File: src/logic/exec_pkg.sv
package exec_pkg;

	// Data path width
	localparam int XLEN = 32;

	// Widths with a meaning in the execute stage
	typedef logic [XLEN-1:0] word_t;
	typedef logic [4:0] reg_addr_t;
	typedef logic [4:0] shamt_t;

	// ALU operation codes
	// Code 15 is unused and gives zero
	typedef enum logic [3:0] {
		ALU_NONE   = 4'd0,
		ALU_ADD    = 4'd1,
		ALU_SUB    = 4'd2,
		ALU_AND    = 4'd3,
		ALU_OR     = 4'd4,
		ALU_XOR    = 4'd5,
		ALU_SLT    = 4'd6,
		ALU_SLTU   = 4'd7,
		ALU_SLL    = 4'd8,
		ALU_SRL    = 4'd9,
		ALU_SRA    = 4'd10,
		ALU_MUL    = 4'd11,
		ALU_MULH   = 4'd12,
		ALU_MULHSU = 4'd13,
		ALU_MULHU  = 4'd14
	} alu_op_e;

	// Branch kinds, BR_NONE for plain ALU work
	typedef enum logic [2:0] {
		BR_NONE = 3'd0,
		BR_BEQ  = 3'd1,
		BR_BNE  = 3'd2,
		BR_BLT  = 3'd3,
		BR_BGE  = 3'd4,
		BR_BLTU = 3'd5,
		BR_BGEU = 3'd6
	} br_type_e;

	// Issue bundle from decode
	typedef struct packed {
		logic      valid;
		word_t     pc;
		word_t     rs1_val;
		word_t     rs2_val;
		word_t     imm;
		reg_addr_t rs1;
		reg_addr_t rs2;
		reg_addr_t rd;
		logic      use_pc;
		logic      use_imm;
		alu_op_e   op;
		br_type_e  br;
	} issue_t;

	// Result bundle toward the memory stage
	typedef struct packed {
		logic      valid;
		reg_addr_t rd;
		word_t     value;
		logic      taken;
		word_t     target;
	} result_t;

endpackage
File: src/logic/exec_stage.sv
`timescale 1ns/100ps

module exec_stage import exec_pkg::*; #(
	parameter int MUL_EN = 1
) (
	input logic CLK,
	input logic nrst,
	input logic hold,
	input issue_t issue,
	output logic stall,
	output result_t result
);

	word_t op_a;
	word_t op_b;
	word_t target;
	word_t res;
	alu_op_e op;
	br_type_e br;
	logic valid;
	reg_addr_t rd;
	logic eq;
	logic lt;
	logic ltu;

	// Operands with bypass from the result register
	operand_select u_sel (
		.issue(issue),
		.fwd(result),
		.op_a(op_a),
		.op_b(op_b),
		.target(target),
		.op(op),
		.br(br),
		.valid(valid),
		.rd(rd)
	);

	// Arithmetic, multiply and flags
	alu #(
		.MUL_EN(MUL_EN)
	) u_alu (
		.CLK(CLK),
		.nrst(nrst),
		.hold(hold),
		.op_a(op_a),
		.op_b(op_b),
		.op(op),
		.res(res),
		.stall(stall),
		.eq(eq),
		.lt(lt),
		.ltu(ltu)
	);

	// Branch decision and stage register
	exec_result_reg u_res (
		.CLK(CLK),
		.nrst(nrst),
		.hold(hold),
		.stall(stall),
		.valid(valid),
		.rd(rd),
		.res(res),
		.target(target),
		.br(br),
		.eq(eq),
		.lt(lt),
		.ltu(ltu),
		.result(result)
	);

endmodule

File: src/logic/exec_result_reg.sv
`timescale 1ns/100ps

module exec_result_reg import exec_pkg::*; (
	input logic CLK,
	input logic nrst,
	input logic hold,
	input logic stall,
	input logic valid,
	input reg_addr_t rd,
	input word_t res,
	input word_t target,
	input br_type_e br,
	input logic eq,
	input logic lt,
	input logic ltu,
	output result_t result
);

	logic cond;
	logic load;
	logic valid_q;
	logic taken_q;
	reg_addr_t rd_q;
	word_t value_q;
	word_t target_q;

	// Branch condition from the ALU flags
	always_comb begin
		case (br)
			BR_BEQ: cond = eq;
			BR_BNE: cond = ~eq;
			BR_BLT: cond = lt;
			BR_BGE: cond = ~lt;
			BR_BLTU: cond = ltu;
			BR_BGEU: cond = ~ltu;
			default: cond = 1'b0;
		endcase
	end

	// Instruction completes this cycle
	assign load = valid & ~stall & ~hold;

	// Control fields
	// valid is a one-cycle pulse per instruction
	always_ff @(posedge CLK) begin
		if (!nrst) begin
			valid_q <= 1'b0;
			rd_q <= '0;
			taken_q <= 1'b0;
		end else if (load) begin
			valid_q <= 1'b1;
			rd_q <= rd;
			taken_q <= cond;
		end else begin
			valid_q <= 1'b0;
		end
	end

	// Payload kept between loads for the bypass path
	always_ff @(posedge CLK) begin
		if (load) begin
			value_q <= res;
			target_q <= target;
		end
	end

	assign result = '{valid: valid_q, rd: rd_q, value: value_q, taken: taken_q, target: target_q};

endmodule

File: src/logic/alu.sv
`timescale 1ns/100ps

module alu import exec_pkg::*; #(
	// Multiplier present when nonzero
	parameter int MUL_EN = 1
) (
	input logic CLK,
	input logic nrst,
	input logic hold,
	input word_t op_a,
	input word_t op_b,
	input alu_op_e op,
	output word_t res,
	output logic stall,
	output logic eq,
	output logic lt,
	output logic ltu
);

	logic is_mul;
	shamt_t shamt;
	logic [2*XLEN-1:0] prod;

	// Comparison flags, shared by slt and branches
	assign eq = (op_a == op_b);
	assign lt = ($signed(op_a) < $signed(op_b));
	assign ltu = (op_a < op_b);

	// Only five bits of the shift amount count
	assign shamt = op_b[4:0];

	assign is_mul = (op inside {ALU_MUL, ALU_MULH, ALU_MULHSU, ALU_MULHU});

	generate
		if (MUL_EN != 0) begin : g_mul
			logic stall_q;
			logic sign_a;
			logic sign_b;
			logic signed [XLEN:0] mul_a;
			logic signed [XLEN:0] mul_b;
			logic signed [2*XLEN+1:0] mul_p;

			// Signed operands for mulh, mixed for mulhsu
			assign sign_a = (op == ALU_MULH) || (op == ALU_MULHSU);
			assign sign_b = (op == ALU_MULH);

			// Extend to 33 bits so one signed multiplier covers all kinds
			assign mul_a = {sign_a & op_a[XLEN-1], op_a};
			assign mul_b = {sign_b & op_b[XLEN-1], op_b};

			// First cycle of a multiply stalls
			// cleared once the stall register advances
			always_ff @(posedge CLK) begin
				if (!nrst) begin
					stall_q <= 1'b0;
				end else if (!hold) begin
					stall_q <= is_mul & stall;
				end
			end

			assign stall = is_mul & ~stall_q;

			// Product captured during the stall cycle
			mult_unit #(
				.W(XLEN + 1)
			) u_mult (
				.CLK(CLK),
				.ce(stall),
				.a(mul_a),
				.b(mul_b),
				.p(mul_p)
			);

			// Upper two bits are extension only
			assign prod = mul_p[2*XLEN-1:0];
		end else begin : g_no_mul
			// No multiplier, multiplies read zero and never stall
			assign stall = 1'b0;
			assign prod = '0;
		end
	endgenerate

	// Result select
	always_comb begin
		case (op)
			ALU_ADD: res = op_a + op_b;
			ALU_SUB: res = op_a - op_b;
			ALU_AND: res = op_a & op_b;
			ALU_OR: res = op_a | op_b;
			ALU_XOR: res = op_a ^ op_b;
			ALU_SLT: res = {{(XLEN-1){1'b0}}, lt};
			ALU_SLTU: res = {{(XLEN-1){1'b0}}, ltu};
			ALU_SLL: res = op_a << shamt;
			ALU_SRL: res = op_a >> shamt;
			// Arithmetic shift keeps the sign
			ALU_SRA: res = $signed(op_a) >>> shamt;
			// Low product word, same for any signedness
			ALU_MUL: res = prod[XLEN-1:0];
			ALU_MULH, ALU_MULHSU, ALU_MULHU: res = prod[2*XLEN-1:XLEN];
			default: res = '0;
		endcase
	end

endmodule

File: src/logic/mult_unit.sv
`timescale 1ns/100ps

module mult_unit #(
	// Operand width, one extra bit for unsigned operands
	parameter int W = 33
) (
	input logic CLK,
	input logic ce,
	input logic signed [W-1:0] a,
	input logic signed [W-1:0] b,
	output logic signed [2*W-1:0] p
);

	// Full signed product of both operands
	logic signed [2*W-1:0] prod;

	// Sign handling is done by the caller
	// through the extension bit
	assign prod = a * b;

	// Product register
	// Holds its value while ce is low, so the
	// second multiply cycle sees a stable word
	always_ff @(posedge CLK) begin
		if (ce) begin
			p <= prod;
		end
	end

endmodule

File: src/logic/operand_select.sv
`timescale 1ns/100ps

module operand_select import exec_pkg::*; (
	input issue_t issue,
	input result_t fwd,
	output word_t op_a,
	output word_t op_b,
	output word_t target,
	output alu_op_e op,
	output br_type_e br,
	output logic valid,
	output reg_addr_t rd
);

	logic fwd_ok;
	logic fwd_rs1;
	logic fwd_rs2;
	logic is_br;
	word_t rs1_val;
	word_t rs2_val;

	// Registered result usable for bypass
	// x0 always reads as the register file value
	assign fwd_ok = fwd.valid && (fwd.rd != '0);
	assign fwd_rs1 = fwd_ok && (fwd.rd == issue.rs1);
	assign fwd_rs2 = fwd_ok && (fwd.rd == issue.rs2);

	// Source values after bypass
	assign rs1_val = fwd_rs1 ? fwd.value : issue.rs1_val;
	assign rs2_val = fwd_rs2 ? fwd.value : issue.rs2_val;

	// Branches compare rs1 against rs2
	assign is_br = (issue.br != BR_NONE);

	// Operand a, PC for auipc and jumps
	assign op_a = (issue.use_pc && !is_br) ? issue.pc : rs1_val;

	// Operand b, immediate only outside branches
	assign op_b = (issue.use_imm && !is_br) ? issue.imm : rs2_val;

	// Branch and jump target
	assign target = issue.pc + issue.imm;

	// Idle slots carry no operation
	// keeps the multiply stall low between issues
	assign op = issue.valid ? issue.op : ALU_NONE;
	assign br = issue.valid ? issue.br : BR_NONE;

	assign valid = issue.valid;
	assign rd = issue.rd;

endmodule

File: config.mk
export PLATFORM = sky130hd
export DESIGN_NAME = exec_stage
export DESIGN_NICKNAME = d
export VERILOG_FILES = /design/src/logic/exec_pkg.sv /design/src/logic/exec_stage.sv /design/src/logic/exec_result_reg.sv /design/src/logic/alu.sv /design/src/logic/mult_unit.sv /design/src/logic/operand_select.sv
export SDC_FILE = /design/constraint.sdc
export NUM_CORES = 2
export LEC_CHECK = 0
export BUFFER_PORTS_ARGS = -buffer_cell sky130_fd_sc_hd__buf_2
export CORE_MARGIN = 2
export CORE_UTILIZATION = 25
export CTS_CLUSTER_SIZE = 30
export DETAILED_ROUTE_END_ITERATION = 10
export SLEW_MARGIN = 10
export SYNTH_ARGS = -nofsm -noshare
export SYNTH_HDL_FRONTEND = slang
export SYNTH_HIERARCHICAL = 1
export SYNTH_SLANG_ARGS = --single-unit
File: constraint.sdc
create_clock -name CLK -period 16.55 [get_ports CLK]
set_input_delay 3.31 -clock CLK [delete_from_list [all_inputs] [get_ports CLK]]
set_output_delay 3.31 -clock CLK [all_outputs]
set_load 0.02 [all_outputs]
==> impl_metrics.yaml <==
run_status:
  status: "finished clean"
floorplanning:
  dieArea_sq_um: 223100
  die_w_um: 472.3
  die_h_um: 472.3
  num_rows: 171
  core_area_sq_um: 217600
  io-pin-count: 228
  start_util: 0.2520
finish:
  final_nets: 7759
  multiInputGateArea_sq_um: 45400
  nFillCells: 23130
  synthToLayoutAreaGrowth_pct: 9.653
  final-seq-area_sq_um: 4004
  layout-drive-gt1-share: 0.08871
clock_network:
  cts_resized: 0
  cts_buffers: 17
  htreeDepth: 4
  cts_setup_buffers: 0
  clk_latency_ns: 0.52
  ctsHoldBuffers: 0
  path_clk_slew_ns: 0.08
  cts_tree: "built"
  root_buffer: "clkbuf_16"
  clock_sinks: 136
  clockBufferDepth: 2
detailed_routing:
  num_vias: 45100
  dr.pass1.iters: 8
  antenna_left: 0
  drt-initial-drc-count: 4132
  drt_wl_total_mm: 211.3
  post_drt_wl_per_cell_um: 23.51
  drc: 0
  vias_per_cell: 5.017
timing:
  tightest_slew_ns: 1.150
  finClkSkew_ns: 0.01932
  slew_violations: 0
  slew_headroom: 0.2306
  hold_violations: 0
  layout_min_cycle_time_ns: 13.39
  fin_crit_sh: 0.8090
  rsz0062_at_grt: "false"
  finalSetupViolCount: 0
  finalSetupTns_ns: 0
  fmax_mhz: 74.69
placement:
  gp_congestion: 0.9983
  place_hpwl_mm: 167.1
  numPortBuffers: 227
critical_path:
  crit_path_max_fanout: 32
  worstSetupPathType: "input pin to flip-flop"
  cp.required_ns: 16.91
  crit_arrival_ns: 13.75
  end_kind: "flip-flop"
  cp-start-kind: "input pin"
logic_synthesis:
  syn_inst: 6137
  ys_warn_count: 6
  synth.avg_cell_area_sq_um: 8.934
  synth_fp_nets: 7777
  synth_area_sq_um: 54830
min_path:
  hp-class: "flip-flop to flip-flop"
global_routing:
  grt_antenna_before_repair: 14
  grt_max_degree: 114
  gr-total-overflow: 0
  first_global_vias: 49200
  grt_pass1_wl_mm: 319.9
  grt_util_all_layers: 0.1910
flow_run:
  max-cap-violations: 0
==> through the flow <==
stage / cells / cell area [sq um] / util / hold WS, ns / setup slack, ns
2_1_floorplan: 6137 / 54830 / - / 0.4605 / 3.775
3_3_place_gp: 8954 / 59550 / 0.2737 / 0.4858 / 2.758
3_5_place_dp: 8954 / 59550 / 0.2737 / 0.4930 / 2.703
4_1_cts: 8986 / 60110 / 0.2762 / 0.5084 / 3.196
5_1_grt: 8987 / 60120 / 0.2763 / 0.5351 / 2.709
6_report: 8989 / 60120 / 0.2763 / 0.5111 / 3.161
==> sequential cells by signal (all words and copies together), names as in the netlist <==
signal                flops
u_res/taken_q             1
u_res/target_q           32
u_res/value_q            32
u_res/rd_q                5
u_res/valid_q             1
u_alu/g_mul.u_mult/p     64
u_alu/g_mul.stall_q       1
==> cell type report <==
| class | count | area share |
|---|---|---|
| Multi-Input combinational cell | 4401 | 0.7551 |
| Inverter | 1228 | 0.07667 |
| Sequential cell | 136 | 0.06660 |
| Tap cell | 2854 | 0.05940 |
| Timing Repair Buffer | 335 | 0.03280 |
| Clock buffer | 17 | 0.007076 |
| Clock inverter | 15 | 0.002206 |
| Antenna cell | 3 | 0.0001249 |
==> critical path, stage by stage <==
cell      delay (ns)
buf_2           0.10
xnor2_1         0.15
nand3_1         0.14
nor4_4          0.25
buf_4           0.52
mux2i_1         0.22
o21ai_4         0.75
buf_4           0.45
nand2_1         0.15
inv_1           0.15
fa_1            0.45
fa_1            0.56
fa_1            0.75
fa_1            1.38
fa_1            0.59
fa_1            0.56
fa_1            0.44
fa_1            0.46
ha_1            0.38
a21o_1          0.21
a21o_1          0.18
a21oi_1         0.14
nor2b_1         0.08
or3_1           0.39
a31oi_4         0.16
o21bai_2        0.11
or4b_1          0.51
nand3_1         0.11
==> path summary, 6_finish.rpt <==
path | from | end | slack, ns | cells after the start
max | issue[18] | u_alu/g_mul.u_mult/p[63]$_DFFE_PP_ | 3.16 | 28
min | u_res/taken_q$_SDFFE_PN0P_ | u_res/taken_q$_SDFFE_PN0P_ | 0.51 | 2
min reg2reg | u_res/taken_q$_SDFFE_PN0P_ | u_res/taken_q$_SDFFE_PN0P_ | 0.51 | 2
max reg2reg | u_res/rd_q[1]$_SDFFE_PN0P_ | u_alu/g_mul.u_mult/p[63]$_DFFE_PP_ | 5.05 | 27
==> cells in the final DEF (no fill, tap or decap), types with 11 or more instances in the layout <==
| cell | instances |
|---|---|
| a211oi_1 | 28 |
| a21o_1 | 68 |
| a21oi_1 | 221 |
| a221o_1 | 19 |
| a221oi_1 | 25 |
| a22oi_1 | 24 |
| a31oi_1 | 17 |
| and2_1 | 573 |
| and3_1 | 15 |
| buf_2 | 227 |
| buf_4 | 106 |
| clkbuf_16 | 17 |
| edfxtp_1 | 128 |
| fa_1 | 1139 |
| ha_1 | 345 |
| inv_1 | 1225 |
| mux2_2 | 27 |
| mux2i_1 | 128 |
| mux4_2 | 19 |
| nand2_1 | 740 |
| nand2b_1 | 20 |
| nand3_1 | 43 |
| nand4_1 | 32 |
| nor2_1 | 196 |
| nor2b_1 | 28 |
| nor3_1 | 43 |
| nor4_1 | 11 |
| o211ai_1 | 38 |
| o21a_1 | 15 |
| o21ai_0 | 134 |
| o21ai_2 | 11 |
| o21ai_4 | 54 |
| o21bai_1 | 27 |
| o221ai_1 | 12 |
| o22ai_1 | 22 |
| o31ai_1 | 17 |
| or3_1 | 13 |
| xnor2_1 | 61 |
| xor2_1 | 44 |
==> metal layers <==
layer	global-route usage	part of all wire	wire length, um	vias to the layer above
met3	0.03674	0.086	18100	400
met2	0.3092	0.46	96810	2209
li1	-	-	-	19100
met4	0.08314	0.049	10310	8
met5	0	0.00027	56	-
met1	0.2474	0.41	86040	23390
Power is left out: the tool's default activity adds up to more than one toggle a clock period on the data nets, which glitch-free logic cannot reach.
